### src/hdl/sfu_pkg.sv
// ######################################
// Shared sizes, opcodes, CSR addresses and payload types for the SFU.
// Modules pull these in with a wildcard import.
// ######################################
package sfu_pkg;

    localparam int num_lanes  = 4;
    localparam int num_warps  = 4;
    localparam int warp_id_w  = 2;
    localparam int xlen       = 32;
    localparam int csr_addr_w = 12;

    localparam logic [xlen-1:0] sfu_core_id = 32'd3;

    // Warp control ops sit below 4 and CSR ops have bit 2 set
    typedef enum logic [2:0] {
        op_tmc    = 3'd0,
        op_wspawn = 3'd1,
        op_bar    = 3'd2,
        op_csrrw  = 3'd4,
        op_csrrs  = 3'd5,
        op_csrrc  = 3'd6
    } sfu_op_e;

    localparam logic [csr_addr_w-1:0] csr_scratch   = 12'h340;
    localparam logic [csr_addr_w-1:0] csr_mcycle    = 12'hB00;
    localparam logic [csr_addr_w-1:0] csr_minstret  = 12'hB02;
    localparam logic [csr_addr_w-1:0] csr_thread_id = 12'hCC0;
    localparam logic [csr_addr_w-1:0] csr_warp_id   = 12'hCC1;
    localparam logic [csr_addr_w-1:0] csr_core_id   = 12'hCC2;

    typedef struct packed {
        logic [warp_id_w-1:0]                warp_id;
        logic [num_lanes-1:0]                tmask;
        sfu_op_e                             op;
        logic [4:0]                          rd;
        logic [csr_addr_w-1:0]               csr_addr;
        logic [num_lanes-1:0][xlen-1:0]      rs1_data;
        logic [num_lanes-1:0][xlen-1:0]      rs2_data;
    } sfu_req_t;

    typedef struct packed {
        logic [warp_id_w-1:0]                warp_id;
        logic [num_lanes-1:0]                tmask;
        logic [4:0]                          rd;
        logic                                wb;
        logic [num_lanes-1:0][xlen-1:0]      data;
    } sfu_rsp_t;

    // Scalar operand comes from the lowest active lane
    function automatic logic [xlen-1:0] lead_rs1(
        input logic [num_lanes-1:0]           tmask,
        input logic [num_lanes-1:0][xlen-1:0] rs1
    );
        logic [xlen-1:0] val;
        val = rs1[0];
        for (int i = num_lanes - 1; i >= 0; i--) begin
            if (tmask[i]) begin
                val = rs1[i];
            end
        end
        return val;
    endfunction

endpackage

### src/hdl/sfu_csr_unit.sv
// ######################################
// CSR element. A three-state FSM reads the old value, updates the
// per-warp scratch register and holds the result until taken.
// ######################################
`timescale 1ns/1ps

module sfu_csr_unit (
    input  logic                      clk,
    input  logic                      rst_n,
    input  logic                      req_valid,
    output logic                      req_ready,
    input  sfu_pkg::sfu_req_t         req,
    output logic                      rsp_valid,
    input  logic                      rsp_ready,
    output sfu_pkg::sfu_rsp_t         rsp,
    input  logic [sfu_pkg::xlen-1:0]  cycle_count,
    input  logic [sfu_pkg::xlen-1:0]  instret_count
);

    import sfu_pkg::*;

    typedef enum logic [1:0] {
        st_idle,
        st_access,
        st_respond
    } csr_state_e;

    csr_state_e                     state;
    sfu_req_t                       req_q;
    logic [xlen-1:0]                scratch_q [num_warps];
    logic [xlen-1:0]                old_val;
    logic [xlen-1:0]                new_val;
    logic [xlen-1:0]                src;
    logic [num_lanes-1:0][xlen-1:0] rdata;
    logic [num_lanes-1:0][xlen-1:0] rdata_q;

    assign req_ready = (state == st_idle);
    assign rsp_valid = (state == st_respond);
    assign src       = lead_rs1(req_q.tmask, req_q.rs1_data);

    always_comb begin
        case (req_q.csr_addr)
            csr_scratch:  old_val = scratch_q[req_q.warp_id];
            csr_mcycle:   old_val = cycle_count;
            csr_minstret: old_val = instret_count;
            csr_warp_id:  old_val = {{(xlen - warp_id_w){1'b0}}, req_q.warp_id};
            csr_core_id:  old_val = sfu_core_id;
            default:      old_val = '0;
        endcase
        case (req_q.op)
            op_csrrs: new_val = old_val | src;
            op_csrrc: new_val = old_val & ~src;
            default:  new_val = src;
        endcase
        // Thread id is the only CSR whose value differs across lanes
        for (int i = 0; i < num_lanes; i++) begin
            rdata[i] = (req_q.csr_addr == csr_thread_id) ? xlen'(i) : old_val;
        end
    end

    always_ff @(posedge clk) begin
        if (!rst_n) begin
            state <= st_idle;
            for (int w = 0; w < num_warps; w++) begin
                scratch_q[w] <= '0;
            end
        end else begin
            case (state)
                st_idle: begin
                    if (req_valid) begin
                        state <= st_access;
                    end
                end
                st_access: begin
                    // Only scratch is writable, other addresses drop the write
                    if (req_q.csr_addr == csr_scratch) begin
                        scratch_q[req_q.warp_id] <= new_val;
                    end
                    state <= st_respond;
                end
                st_respond: begin
                    if (rsp_ready) begin
                        state <= st_idle;
                    end
                end
                default: state <= st_idle;
            endcase
        end
    end

    always_ff @(posedge clk) begin
        if (req_valid && req_ready) begin
            req_q <= req;
        end
        if (state == st_access) begin
            rdata_q <= rdata;
        end
    end

    assign rsp.warp_id = req_q.warp_id;
    assign rsp.tmask   = req_q.tmask;
    assign rsp.rd      = req_q.rd;
    assign rsp.wb      = 1'b1;
    assign rsp.data    = rdata_q;

endmodule

### src/hdl/sfu_elastic_buf.sv
// ######################################
// Two-entry valid/ready buffer with registered outputs.
// The payload type is set through the data_t type parameter.
// ######################################
`timescale 1ns/1ps

module sfu_elastic_buf #(
    parameter type data_t = logic
) (
    input  logic  clk,
    input  logic  rst_n,
    input  logic  in_valid,
    output logic  in_ready,
    input  data_t in_data,
    output logic  out_valid,
    input  logic  out_ready,
    output data_t out_data
);

    logic  skid_valid;
    data_t skid_data;
    logic  in_fire;
    logic  out_load;

    // The skid entry only fills when the output entry is stalled
    assign in_ready = !skid_valid;
    assign in_fire  = in_valid && in_ready;
    assign out_load = out_ready || !out_valid;

    always_ff @(posedge clk) begin
        if (!rst_n) begin
            out_valid  <= 1'b0;
            skid_valid <= 1'b0;
        end else if (out_load) begin
            out_valid  <= skid_valid || in_valid;
            skid_valid <= 1'b0;
        end else if (in_fire) begin
            skid_valid <= 1'b1;
        end
    end

    always_ff @(posedge clk) begin
        if (out_load) begin
            out_data <= skid_valid ? skid_data : in_data;
        end
        if (in_fire && !out_load) begin
            skid_data <= in_data;
        end
    end

endmodule

### src/hdl/sfu_pe_switch.sv
// ######################################
// Steers requests to the warp control or CSR element and merges
// their results with a round-robin arbiter.
// ######################################
`timescale 1ns/1ps

module sfu_pe_switch (
    input  logic              clk,
    input  logic              rst_n,

    input  logic              req_valid,
    output logic              req_ready,
    input  sfu_pkg::sfu_req_t req,

    output logic              wctl_req_valid,
    input  logic              wctl_req_ready,
    output logic              csr_req_valid,
    input  logic              csr_req_ready,
    output sfu_pkg::sfu_req_t sub_req,

    input  logic              wctl_rsp_valid,
    output logic              wctl_rsp_ready,
    input  sfu_pkg::sfu_rsp_t wctl_rsp,
    input  logic              csr_rsp_valid,
    output logic              csr_rsp_ready,
    input  sfu_pkg::sfu_rsp_t csr_rsp,

    output logic              rsp_valid,
    input  logic              rsp_ready,
    output sfu_pkg::sfu_rsp_t rsp
);

    import sfu_pkg::*;

    logic is_csr;
    logic grant_csr;
    logic last_csr;

    // Bit 2 of the opcode marks a CSR access
    assign is_csr = req.op[2];

    assign wctl_req_valid = req_valid && !is_csr;
    assign csr_req_valid  = req_valid && is_csr;
    assign req_ready      = is_csr ? csr_req_ready : wctl_req_ready;
    assign sub_req        = req;

    // With both results pending, the element that lost last time wins
    assign grant_csr = csr_rsp_valid && (!wctl_rsp_valid || !last_csr);

    assign rsp_valid      = wctl_rsp_valid || csr_rsp_valid;
    assign rsp            = grant_csr ? csr_rsp : wctl_rsp;
    assign wctl_rsp_ready = rsp_ready && !grant_csr;
    assign csr_rsp_ready  = rsp_ready && grant_csr;

    always_ff @(posedge clk) begin
        if (!rst_n) begin
            last_csr <= 1'b0;
        end else if (rsp_valid && rsp_ready) begin
            last_csr <= grant_csr;
        end
    end

endmodule

### src/hdl/sfu_perf_counters.sv
// ######################################
// Cycle and retired-instruction counters read through the CSR element
// ######################################
`timescale 1ns/1ps

module sfu_perf_counters (
    input  logic                     clk,
    input  logic                     rst_n,
    input  logic                     commit_fire,
    output logic [sfu_pkg::xlen-1:0] cycle_count,
    output logic [sfu_pkg::xlen-1:0] instret_count
);

    import sfu_pkg::*;

    // Both counters wrap silently at 2**xlen
    always_ff @(posedge clk) begin
        if (!rst_n) begin
            cycle_count <= '0;
        end else begin
            cycle_count <= cycle_count + xlen'(1);
        end
    end

    always_ff @(posedge clk) begin
        if (!rst_n) begin
            instret_count <= '0;
        end else if (commit_fire) begin
            instret_count <= instret_count + xlen'(1);
        end
    end

endmodule

### src/hdl/sfu_unit.sv
// ######################################
// SFU top level. Buffers requests, routes them to warp control or CSR
// and returns results through a buffered commit port.
// ######################################
`timescale 1ns/1ps

module sfu_unit (
    input  logic                                              clk,
    input  logic                                              rst_n,

    input  logic                                              exec_valid,
    output logic                                              exec_ready,
    input  logic [sfu_pkg::warp_id_w-1:0]                     exec_warp_id,
    input  logic [sfu_pkg::num_lanes-1:0]                     exec_tmask,
    input  sfu_pkg::sfu_op_e                                  exec_op,
    input  logic [4:0]                                        exec_rd,
    input  logic [sfu_pkg::csr_addr_w-1:0]                    exec_csr_addr,
    input  logic [sfu_pkg::num_lanes-1:0][sfu_pkg::xlen-1:0]  exec_rs1_data,
    input  logic [sfu_pkg::num_lanes-1:0][sfu_pkg::xlen-1:0]  exec_rs2_data,

    output logic                                              commit_valid,
    input  logic                                              commit_ready,
    output logic [sfu_pkg::warp_id_w-1:0]                     commit_warp_id,
    output logic [sfu_pkg::num_lanes-1:0]                     commit_tmask,
    output logic [4:0]                                        commit_rd,
    output logic                                              commit_wb,
    output logic [sfu_pkg::num_lanes-1:0][sfu_pkg::xlen-1:0]  commit_data,

    output logic                                              warp_ctl_valid,
    output sfu_pkg::sfu_op_e                                  warp_ctl_op,
    output logic [sfu_pkg::warp_id_w-1:0]                     warp_ctl_warp_id,
    output logic [sfu_pkg::num_lanes-1:0]                     warp_ctl_tmask,
    output logic [sfu_pkg::xlen-1:0]                          warp_ctl_arg
);

    import sfu_pkg::*;

    sfu_req_t        exec_req, buf_req, sub_req;
    sfu_rsp_t        wctl_rsp, csr_rsp, sw_rsp, commit_rsp;
    logic            buf_valid, buf_ready;
    logic            wctl_req_valid, wctl_req_ready, csr_req_valid, csr_req_ready;
    logic            wctl_rsp_valid, wctl_rsp_ready, csr_rsp_valid, csr_rsp_ready;
    logic            sw_rsp_valid, sw_rsp_ready;
    logic [xlen-1:0] cycle_count, instret_count;

    assign exec_req = '{warp_id: exec_warp_id, tmask: exec_tmask, op: exec_op,
                        rd: exec_rd, csr_addr: exec_csr_addr,
                        rs1_data: exec_rs1_data, rs2_data: exec_rs2_data};

    sfu_elastic_buf #(.data_t(sfu_req_t)) i_req_buf (
        .clk(clk), .rst_n(rst_n),
        .in_valid(exec_valid), .in_ready(exec_ready), .in_data(exec_req),
        .out_valid(buf_valid), .out_ready(buf_ready), .out_data(buf_req)
    );

    sfu_pe_switch i_pe_switch (
        .clk(clk), .rst_n(rst_n),
        .req_valid(buf_valid), .req_ready(buf_ready), .req(buf_req),
        .wctl_req_valid(wctl_req_valid), .wctl_req_ready(wctl_req_ready),
        .csr_req_valid(csr_req_valid), .csr_req_ready(csr_req_ready),
        .sub_req(sub_req),
        .wctl_rsp_valid(wctl_rsp_valid), .wctl_rsp_ready(wctl_rsp_ready),
        .wctl_rsp(wctl_rsp),
        .csr_rsp_valid(csr_rsp_valid), .csr_rsp_ready(csr_rsp_ready), .csr_rsp(csr_rsp),
        .rsp_valid(sw_rsp_valid), .rsp_ready(sw_rsp_ready), .rsp(sw_rsp)
    );

    sfu_wctl_unit i_wctl_unit (
        .clk(clk), .rst_n(rst_n),
        .req_valid(wctl_req_valid), .req_ready(wctl_req_ready), .req(sub_req),
        .rsp_valid(wctl_rsp_valid), .rsp_ready(wctl_rsp_ready), .rsp(wctl_rsp),
        .warp_ctl_valid(warp_ctl_valid), .warp_ctl_op(warp_ctl_op),
        .warp_ctl_warp_id(warp_ctl_warp_id), .warp_ctl_tmask(warp_ctl_tmask),
        .warp_ctl_arg(warp_ctl_arg)
    );

    sfu_csr_unit i_csr_unit (
        .clk(clk), .rst_n(rst_n),
        .req_valid(csr_req_valid), .req_ready(csr_req_ready), .req(sub_req),
        .rsp_valid(csr_rsp_valid), .rsp_ready(csr_rsp_ready), .rsp(csr_rsp),
        .cycle_count(cycle_count), .instret_count(instret_count)
    );

    sfu_elastic_buf #(.data_t(sfu_rsp_t)) i_rsp_buf (
        .clk(clk), .rst_n(rst_n),
        .in_valid(sw_rsp_valid), .in_ready(sw_rsp_ready), .in_data(sw_rsp),
        .out_valid(commit_valid), .out_ready(commit_ready), .out_data(commit_rsp)
    );

    sfu_perf_counters i_perf_counters (
        .clk(clk), .rst_n(rst_n),
        .commit_fire(commit_valid && commit_ready),
        .cycle_count(cycle_count), .instret_count(instret_count)
    );

    assign commit_warp_id = commit_rsp.warp_id;
    assign commit_tmask   = commit_rsp.tmask;
    assign commit_rd      = commit_rsp.rd;
    assign commit_wb      = commit_rsp.wb;
    assign commit_data    = commit_rsp.data;

endmodule

### src/hdl/sfu_wctl_unit.sv
// ######################################
// Warp control element. Issues a one-cycle scheduler pulse for
// TMC, WSPAWN and BAR and returns a result with no writeback.
// ######################################
`timescale 1ns/1ps

module sfu_wctl_unit (
    input  logic                                    clk,
    input  logic                                    rst_n,
    input  logic                                    req_valid,
    output logic                                    req_ready,
    input  sfu_pkg::sfu_req_t                       req,
    output logic                                    rsp_valid,
    input  logic                                    rsp_ready,
    output sfu_pkg::sfu_rsp_t                       rsp,
    output logic                                    warp_ctl_valid,
    output sfu_pkg::sfu_op_e                        warp_ctl_op,
    output logic [sfu_pkg::warp_id_w-1:0]           warp_ctl_warp_id,
    output logic [sfu_pkg::num_lanes-1:0]           warp_ctl_tmask,
    output logic [sfu_pkg::xlen-1:0]                warp_ctl_arg
);

    import sfu_pkg::*;

    logic            req_fire;
    logic [xlen-1:0] src;

    // One result register, so only accept when it is free
    assign req_ready = !rsp_valid;
    assign req_fire  = req_valid && req_ready;
    assign src       = lead_rs1(req.tmask, req.rs1_data);

    always_ff @(posedge clk) begin
        if (!rst_n) begin
            rsp_valid      <= 1'b0;
            warp_ctl_valid <= 1'b0;
        end else begin
            warp_ctl_valid <= req_fire;
            if (req_fire) begin
                rsp_valid <= 1'b1;
            end else if (rsp_ready) begin
                rsp_valid <= 1'b0;
            end
        end
    end

    always_ff @(posedge clk) begin
        if (req_fire) begin
            warp_ctl_op      <= req.op;
            warp_ctl_warp_id <= req.warp_id;
            warp_ctl_tmask   <= (req.op == op_tmc) ? src[num_lanes-1:0] : '0;
            warp_ctl_arg     <= (req.op == op_tmc) ? '0 : src;
            rsp.warp_id      <= req.warp_id;
            rsp.tmask        <= req.tmask;
            rsp.rd           <= req.rd;
            rsp.wb           <= 1'b0;
            rsp.data         <= '0;
        end
    end

endmodule

### config.mk
export PLATFORM = sky130hd
export DESIGN_NAME = sfu_unit
export DESIGN_NICKNAME = d
export VERILOG_FILES = /design/src/hdl/sfu_pkg.sv /design/src/hdl/sfu_csr_unit.sv /design/src/hdl/sfu_elastic_buf.sv /design/src/hdl/sfu_pe_switch.sv /design/src/hdl/sfu_perf_counters.sv /design/src/hdl/sfu_unit.sv /design/src/hdl/sfu_wctl_unit.sv
export SDC_FILE = /design/constraint.sdc
export NUM_CORES = 1
export LEC_CHECK = 0
export BUFFER_PORTS_ARGS = -buffer_cell sky130_fd_sc_hd__buf_2
export CORE_MARGIN = 1.5
export CORE_UTILIZATION = 40
export CTS_BUF_LIST = sky130_fd_sc_hd__clkbuf_8 sky130_fd_sc_hd__clkbuf_16
export DETAILED_ROUTE_END_ITERATION = 7
export GPL_ROUTABILITY_DRIVEN = 0
export HOLD_SLACK_MARGIN = 0.05
export PLACE_DENSITY = 0.68
export SLEW_MARGIN = 10
export SYNTH_ARGS = -nofsm -noshare
export SYNTH_HDL_FRONTEND = slang
export SYNTH_SLANG_ARGS = --single-unit
### constraint.sdc
create_clock -name clk -period 19.25 [get_ports clk]
set_clock_uncertainty 0.15 [all_clocks]
set_input_delay 1.925 -clock clk [delete_from_list [all_inputs] [get_ports clk]]
set_output_delay 1.925 -clock clk [all_outputs]
set_load 0.01 [all_outputs]
### Word-level counts from Yosys, hierarchy flattened

Memory sizes are Yosys's and may differ from the RTL's. A register that Yosys moved wholly into a read port is not among the register bits.
Cells that the tools add are included.
W data, S select, Z words.

| storage, ports and cells | value |
|---|---|
| register bits | 1121 |
| RAM bits | 128 |
| input port bits | 286 |
| output and inout port bits | 184 |
| word-level logic and storage cells | 149 |
| memories kept | 1 |

Memory list:

| memory | depth | bits a word | read ports | clocked after Yosys merged registers in | wr ports | line | RTL |
|---|---|---|---|---|---|---|---|
| i_csr_unit.scratch_q | 4 | 32 | 1 | 1 | 4 | sfu_csr_unit.sv:30 | `logic [xlen-1:0] scratch_q [num_warps];` |

| cells by class | value |
|---|---|
| add/sub/neg operators | 2 |
| equality and inequality tests | 12 |
| multiplexer cells | 28 |
| bitwise operators | 4 |
| reductions and logical operators | 35 |

Operator list:

| operator | count |
|---|---|
| $mux W32 | 9 |
| $mux W282 | 1 |
| $mux W140 | 2 |
| $pmux W32 S5 | 1 |
| $add A32 B1 Y32 const B | 2 |
| $pmux W32 S2 | 1 |
| $eq A12 B12 Y1 const B | 5 |
| $and A32 B32 Y32 | 1 |
| $not A32 Y32 | 1 |
| $or A32 B32 Y32 | 1 |
| $reduce_or A32 Y1 | 1 |
| $eq A12 B10 Y1 const B | 1 |
| $logic_and A1 B1 Y1 | 12 |
| $logic_not A1 Y1 | 10 |
| $mux W1 | 9 |
| $mux W2 | 4 |
| $eq A3 B3 Y1 const B | 2 |
| $logic_or A1 B1 Y1 | 6 |
| $pmux W2 S3 | 1 |
| $reduce_or A2 Y1 | 2 |
| $logic_not A3 Y1 | 1 |
| $eq A2 B1 Y1 const B | 1 |
| $eq A2 B2 Y1 const B | 1 |
| $logic_not A2 Y1 | 1 |
| other kinds (5) | 5 |

### Logic depth before layout (Yosys ltp)

Gate-level depths: netlist of run 1.

| depth | value |
|---|---|
| depth after elaboration | 8 |
| depth in mapped cells | 7 |
| gate-level depth less buffers | 6 |

### Modules after synthesis

From an unflattened synthesis of run 1, not the netlist that was laid out.

| second synthesis, totals | value |
|---|---|
| cell total of the unflattened synthesis | 3587 |
| area, all modules | 57626.5 um2 |

Modules (own cells, without submodules):

| module | times used | cells an instance | area an instance (um2) | sequential area each (um2) |
|---|---|---|---|---|
| sfu_elastic_buf at i_req_buf | 1 | 886 | 21553.2 | 16976.3 |
| sfu_csr_unit | 1 | 1094 | 14687.8 | 9569.2 |
| sfu_elastic_buf at i_rsp_buf | 1 | 444 | 10456.3 | 8448.1 |
| sfu_wctl_unit | 1 | 367 | 4002.6 | 1541.5 |
| sfu_pe_switch | 1 | 448 | 3912.5 | 20.0 |
| sfu_perf_counters | 1 | 347 | 3007.9 | 1281.2 |
| sfu_unit | 1 | 1 | 6.3 | 0.0 |

### Least setup slack after synthesis of run 1

OpenSTA, ideal clock, no wires.

| path | value |
|---|---|
| kind | register -> register |
| start | register i_req_buf.out_data[275] in the netlist's numbering |
| end | register i_req_buf.skid_data[128] in the netlist's numbering (enable) |
| setup time | 888 ps |
| data arrival time | 17437 ps |
| required time | 18212 ps |
| path slack | 776 ps |
| cell stages (with the launch flop) | 4 |
| path buffers | 0 |
| period minus slack after synthesis | 18474 ps |
| path through | edfxtp_1 nor2_1 nand3b_1 nor3b_1 |

| on the way | value |
|---|---|
| word-level cells in the longest chain between the ends | 4 |

Ends and longest elaborated chain:

| item | line | RTL |
|---|---|---|
| start, declared | sfu_elastic_buf.sv:17 | `output data_t out_data` |
| start signal, assigned | sfu_elastic_buf.sv:44 | `out_data <= skid_valid ? skid_data : in_data;` |
| $mux W1 | sfu_pe_switch.sv:44 | `assign req_ready = is_csr ? csr_req_ready : wctl_req_ready;` |
| $logic_or A1 B1 Y1 | sfu_elastic_buf.sv:28 | `assign out_load = out_ready \|\| !out_valid;` |
| named net i_req_buf.out_load | sfu_elastic_buf.sv:23 | `logic out_load;` |
| $logic_not A1 Y1 | sfu_elastic_buf.sv:46 | `if (in_fire && !out_load) begin` |
| $logic_and A1 B1 Y1 | sfu_elastic_buf.sv:46 |  |
| end signal, assigned | sfu_elastic_buf.sv:47 | `skid_data <= in_data;` |
| end, declared | sfu_elastic_buf.sv:21 | `data_t skid_data;` |

The timed path passes the listed nets, and every way through them passes these cells.
A chain may end at the register's enable or synchronous reset.

==> results.tsv, run 1 <==
metric	value	unit
maximum VDD drop	0.0719	mV
largest net degree at the start of global routing	158	
final WL	79300	um
placed insts	3703	
Skew-Pair Late Insertion Delay	650	ps
initial antenna violation count	7	
met2 Use GR	28.2	%
CP Launch Type	input port	
die area	90900	um2
ys flop type	edfxtp_1	
Initial Util	40.3	%
EDFF count, synth	766	
synthesized cell area	35600	um2
r2r startpoint	i_csr_unit.req_q[263]$_DFFE_PP_	
worst hold path type	flip-flop to flip-flop	
worst path arrival time	4250	ps
CTS clk-pin slew, worst paths	60	ps
CTS sink cnt	841	
Yosys reg bits	841	
Stages on worst setup path	7	
# rows	109	
Synth cell types	51	
Worst R2R End	i_csr_unit.scratch_q[1][7]$_SDFFCE_PN0P_	
number of global-route vias before repair	20300	
GR peak layer	met2	
layout cells sized above 1	30.2	%
Vias	20400	
crit path capture	i_csr_unit.scratch_q[2][23]$_SDFFCE_PN0P_	
first-pass GRT wire length	121000	um
Max stage delay cell, worst path	nor2_4	
Lkg Pwr	14.7	nW
post-cts sizing count	0	
Worst Setup SP	rst_n	
Die Span Y	301	um
Fin Setup TNS	0	ps
I/O pin cnt	470	
Reg2Reg Depth	6	
DR pass1 iterations	6	
fin nets	2914	
total CTS buffers	86	
gr usage total	17.1	%
Required @ worst endpoint	19590	ps
Area growth, synth to finish	14.3	%
Post-route DRC	0	
Core ar.	88400	um2
Setup CP Type	input port to flip-flop	
Mean Syn Cell Area	14.9	um2
fin cells	3866	
Post-CTS Hold Fix Bufs	0	
Gate Count Post-Synth	2390	
FFs w/ async S/R, synth	0	%
CP max FO	33	
GRT met1 Usage	23.5	%
outcome	completed	
Post-Syn Nets	2678	
CP cell instances	buf_2 > and3b_1 > nand4_2 > buf_4 > nor2_4 > a22oi_1 > nor2_1	
final hold violations	0	
period utilisation layout	20.3	%
Max Slew Vio Count	0	
CP Buf/Inv Count	2	
FMAX	255	MHz
reg-to-reg slack, setup	15540	ps
CP top delay family	simple AND/OR/NAND/NOR gates	
wire length per cell	20.5	um
DR iter-0 viols	1585	
CTS tree	yes	
slowest stage delay, CP	770	ps
relative slew slack	23.3	%
Worst-Margin Slew	1150	ps
DP Wirelength	52400	um
Power per Cell Area	98.2	nW/um2
I/O Buffers	341	
maximum buffer depth of the clock tree	3	
GRT Residual Overflow	0	
# fillers	7591	
root buf cell	clkbuf_16	
CTS H-tree depth	3	
max-cap violation count	0	
Setup crit end kind	flip-flop	
chip width	301	um
Final min period	3920	ps
setup repair bufs after CTS	0	
register area share after synthesis	68.8	%
Via density	5.27	
remaining antenna violation count	0	
unrepaired setup endpoints after global routing	false	
Syn. warnings	0	
global routing usage on met3	2.55	%
setup violators final	0	
synthesized netlist by cell type, types with 2 or more instances:
master,instances,share of area [%]
nor4b_2,2,0.084
nor3b_1,35,0.74
nor2_1,205,2.2
o31ai_1,3,0.063
mux4_2,32,2.0
a32oi_1,7,0.17
edfxtp_1,766,65
and2_1,47,0.83
a311oi_1,30,0.74
a21oi_1,17,0.24
mux2i_1,74,2.1
clkbuf_1,96,1.0
and3_1,34,0.60
o21ai_0,61,0.86
mux2_2,253,8.0
nor2b_1,34,0.60
o2bb2ai_1,10,0.25
nand3_1,25,0.35
xor2_1,14,0.34
buf_1,15,0.16
inv_1,44,0.46
nor4_1,19,0.33
buf_2,21,0.29
o2111ai_1,2,0.049
ha_1,2,0.070
nor3_1,31,0.44
and3b_1,4,0.098
a22oi_2,2,0.070
nand3b_1,2,0.042
nand2_1,85,0.90
dfxtp_1,75,4.2
o21bai_1,59,1.2
nor4b_1,2,0.049
and4_1,10,0.25
nand2b_1,35,0.61
a22oi_1,42,0.88
or3_1,16,0.28
buf_4,96,2.0
nand4_1,35,0.61
xnor2_1,37,0.91
per-stage QoR:
| step | utilization, % | hold WS [ps] | setup WS [ps] | cell area [um2] | power [mW] |
|---|---|---|---|---|---|
| 5_1_grt | 46.1 | 275 | 15130 | 40700 | 4.14 |
| 6_report | 46.1 | 265 | 15330 | 40700 | 4.00 |
| 3_5_place_dp | 42.9 | 261 | 14710 | 37900 | 2.40 |
| 2_1_floorplan | - | 250 | 776 | 35600 | 2.32 |
| 4_1_cts | 46.1 | 266 | 15380 | 40700 | 4.04 |
| 3_3_place_gp | 42.9 | 257 | 14730 | 37900 | 2.39 |
cells by family after synthesis:
group / count (synthesis) / synth area share, %
adders and majority gates: 2 / 0.0702
and+or+nand+nor: 627 / 9.21
xor gates and xnor gates: 51 / 1.25
buffers and inverters: 273 / 3.96
DFF: 841 / 68.8
AOI/OAI and AO/OA: 237 / 4.65
muxes: 359 / 12.1
cells in the final DEF, fill, tap and decap left out, types with 37 or more instances in the layout:
master	n
mux2_2	253
edfxtp_1	766
nand2_1	82
o21bai_1	59
o21ai_0	60
dfxtp_1	73
and2_1	47
nor2_1	204
a22oi_1	42
mux2i_1	74
xnor2_1	37
clkbuf_16	86
inv_1	55
buf_2	341
registers in the layout (all words and copies together), names as in the netlist, named ones only:
signal,flops
i_perf_counters.instret_count,32
i_req_buf.skid_data,154
i_wctl_unit.rsp,11
i_csr_unit.rsp,45
i_perf_counters.cycle_count,32
i_rsp_buf.skid_data,46
i_pe_switch.last_csr,1
i_csr_unit.req_q,143
i_req_buf.out_data,154
i_rsp_buf.out_valid,1
i_rsp_buf.out_data,46
i_csr_unit.scratch_q,128
i_wctl_unit.warp_ctl_op,3
i_wctl_unit.warp_ctl_valid,1
i_csr_unit.state,2
i_rsp_buf.skid_valid,1
i_wctl_unit.warp_ctl_tmask,4
i_req_buf.out_valid,1
i_req_buf.skid_valid,1
i_wctl_unit.warp_ctl_arg,32
i_wctl_unit.rsp_valid,1
power breakdown:
part / internal [mW] / switching (mW)
logic: 0.101 / 0.141
clock network: 0.926 / 0.715
registers: 2.08 / 0.0369
per-layer routing:
layer	wire length [um]	vias to the layer above
met4	1730	8
met5	53	-
met2	38300	757
met3	4680	145
met1	34500	10100
li1	-	9391
worst min path at each step:
stage                                 startpoint                              end  cells after the start
2_1_floorplan  i_req_buf.out_data[256]$_DFFE_PP_  i_csr_unit.req_q[256]$_DFFE_PP_                      0
3_3_place_gp   i_req_buf.out_data[262]$_DFFE_PP_  i_csr_unit.req_q[262]$_DFFE_PP_                      0
3_5_place_dp   i_req_buf.out_data[266]$_DFFE_PP_  i_csr_unit.req_q[266]$_DFFE_PP_                      0
4_1_cts        i_req_buf.out_data[267]$_DFFE_PP_  i_csr_unit.req_q[267]$_DFFE_PP_                      0
5_1_grt        i_req_buf.out_data[267]$_DFFE_PP_  i_csr_unit.req_q[267]$_DFFE_PP_                      0
6_report       i_req_buf.out_data[267]$_DFFE_PP_  i_csr_unit.req_q[267]$_DFFE_PP_                      0
layout make-up:
class	count	area [um2]	share of cell area, %
Sequential cell	841	24500	60.2
Multi-Input combinational cell	1276	9800	24.1
Clock buffer	88	2180	5.35
Timing Repair Buffer	376	1980	4.87
Tap cell	1165	1460	3.58
Clock inverter	72	628	1.54
Inverter	45	169	0.415
Antenna cell	3	7.51	0.0184
No activity file was read; power rests on OpenSTA's default activity.
==> run 2: changes to the inputs <==
--- a/config.mk
+++ b/config.mk
@@ -12,7 +12,7 @@
 export DETAILED_ROUTE_END_ITERATION = 7
 export GPL_ROUTABILITY_DRIVEN = 0
 export HOLD_SLACK_MARGIN = 0.05
-export PLACE_DENSITY = 0.68
+export PLACE_DENSITY = 0.66
 export SLEW_MARGIN = 10
 export SYNTH_ARGS = -nofsm -noshare
 export SYNTH_HDL_FRONTEND = slang
==> constraint.sdc (replaced) <==
create_clock -name clk -period 3.86 [get_ports clk]
set_clock_uncertainty 0.15 [all_clocks]
set_input_delay 0.386 -clock clk [delete_from_list [all_inputs] [get_ports clk]]
set_output_delay 0.386 -clock clk [all_outputs]
set_load 0.01 [all_outputs]
==> results.tsv, run 2 (same netlist as run 1, synthesis figures left out) <==
metric	value	unit	change
final hold violations	0		unchanged
CTS clk-pin slew, worst paths	60	ps	about the same
root buf cell	clkbuf_16		
FMAX	332	MHz	
Core ar.	88400	um2	unchanged
Skew-Pair Late Insertion Delay	650	ps	about the same
DR pass1 iterations	5		-1
max-cap violation count	0		unchanged
die area	90900	um2	unchanged
Initial Util	40.3	%	unchanged
fin nets	3083		+5.8%
maximum buffer depth of the clock tree	3		unchanged
dpl ws	859	ps	-13850 ps
placed cell areas	38100	um2	+0.47%
Via density	5.20		-1.5%
global routing usage on met3	2.51	%	-0.036 points
worst hold start	i_req_buf.out_data[258]$_DFFE_PP_		
CP Launch Type	flip-flop		
gr usage total	17.6	%	+0.46 points
setup violators final	0		unchanged
Area growth, synth to finish	19.1	%	
CTS tree	yes		
number of global-route vias before repair	20800		+2.3%
remaining antenna violation count	0		unchanged
Reg2Reg Depth	6		unchanged
GRT met1 Usage	24.0	%	+0.54 points
wire length per cell	20.1	um	-2.0%
CP top delay family	flip-flops		
DP Wirelength	52600	um	+0.48%
initial antenna violation count	4		-3
top flop regs	i_req_buf.out_data (154), i_req_buf.skid_data (154), i_csr_unit.req_q (143)		
total CTS buffers	85		-1.2%
final instance area	42400	um2	+4.2%
worst hold path type	flip-flop to flip-flop		
CP Buf/Inv Count	1		-1
Power per Cell Area	474	nW/um2	+380%
Stages on worst setup path	6		-1
CTS H-tree depth	3		unchanged
slowest stage delay, CP	920	ps	+150 ps
Worst-Margin Slew	1070	ps	-84.3 ps
placed insts	3716		+0.35%
Lkg Pwr	15.5	nW	+5.1%
Max stage delay cell, worst path	dfxtp_2		
# fillers	7563		-0.37%
Max Slew Vio Count	0		unchanged
first-pass GRT wire length	123000	um	+2.1%
setup repair bufs after CTS	0		unchanged
CP cell instances	buf_4 > mux4_2 > a22oi_1 > nand2_1 > a22oi_1 > nor2_1		
most common cell after layout, fill and taps aside	edfxtp_1		
worst hold path endpoint	i_csr_unit.req_q[258]$_DFFE_PP_		
I/O Buffers	341		unchanged
Required @ worst endpoint	4060	ps	-15530 ps
Hold Path Depth	0		unchanged
reg-to-reg slack, setup	850	ps	-14690 ps
relative slew slack	28.9	%	+5.6 points
fin worst setup slack	849	ps	-14480 ps
most frequent cells in the layout	edfxtp_1, buf_2, mux2_2		
period utilisation layout	78.0	%	
GR peak layer	met2		
GRT Residual Overflow	0		unchanged
worst path arrival time	3210	ps	-1040 ps
Worst R2R End	i_csr_unit.scratch_q[0][5]$_SDFFCE_PN0P_		
layout cells sized above 1	28.6	%	-1.5 points
Setup crit end kind	flip-flop		
outcome	completed		
Final min period	3010	ps	
Vias	20900		+2.6%
CTS sink cnt	841		unchanged
met2 Use GR	29.4	%	+1.2 points
maximum VDD drop	0.410	mV	+470%
largest net degree at the start of global routing	138		-13%
# rows	109		unchanged
fin cells	4029		+4.2%
final hold slack	271	ps	+6.55 ps
CP max FO	23		-30%
most used cell, CP	a22oi_1		
Die Span Y	301	um	unchanged
Setup CP Type	flip-flop to flip-flop		
chip width	301	um	unchanged
I/O pin cnt	470		unchanged
final WL	81000	um	+2.2%
unrepaired setup endpoints after global routing	false		
Post-route DRC	0		unchanged
DR iter-0 viols	1656		+4.5%
-- run 2: changes by cell type in the layout (fill, tap and decap cells not counted), moves of 2 or more --
cell / delta
buf_12: +7
clkinvlp_4: -6
clkinv_8: -2
nand2_1: +2
nand2_2: -2
bufinv_16: +3
inv_6: +3
diode_2: -2
buf_4: +6
dlygate4sd3_1: +157
-- run 2: worst max-delay path by stage --
| stage | end | slack (ps) |
|---|---|---|
| after floorplan | i_req_buf.skid_data[128]$_DFFE_PP_ | -13740 |
| after global placement | i_csr_unit.scratch_q[0][5]$_SDFFCE_PN0P_ | 910 |
| after detailed placement | i_csr_unit.scratch_q[1][21]$_SDFFCE_PN0P_ | 860 |
| after CTS | i_csr_unit.scratch_q[1][21]$_SDFFCE_PN0P_ | 840 |
| after global routing | i_csr_unit.scratch_q[0][5]$_SDFFCE_PN0P_ | 600 |
| final | i_csr_unit.scratch_q[0][5]$_SDFFCE_PN0P_ | 850 |
-- run 2: per-stage QoR --
step	TNS, ps	power, mW	util (%)
2_1_floorplan	-2412030	11.6	-
3_5_place_dp	0	12.0	43.1
5_1_grt	0	20.7	48.0
4_1_cts	0	20.3	48.0
6_report	0	20.1	48.0
3_3_place_gp	0	12.0	43.1
-- run 2: metal layers --
metal | vias up | share of wire, %
met5 | - | 0.044
met4 | 6 | 2.0
met3 | 124 | 6.0
met2 | 706 | 48
met1 | 10400 | 44
li1 | 9741 | -
-- run 2: cell type report --
| class | count | area [um2] | area share (%) |
|---|---|---|---|
| well taps | 1165 | 1460 | 3.43 |
| inverters | 45 | 169 | 0.398 |
| clock buffers | 86 | 2140 | 5.04 |
| repair buffers | 546 | 3740 | 8.81 |
| clock inverters | 69 | 626 | 1.47 |
| diodes | 1 | 2.50 | 0.00590 |
| flip-flops and latches | 841 | 24500 | 57.7 |
| multi-input cells | 1276 | 9800 | 23.1 |
-- run 2: report_power, final --
group	total, mW	switching [mW]	internal, mW
registers	10.6	0.206	10.4
clock network	8.19	3.48	4.71
logic	1.34	0.712	0.625
-- run 2: what timing repair did --
action                                 in CTS  in global routing
hold buffers                              157                  0
gates resized for setup                     0                  0
endpoints found under the hold margin     317                  0
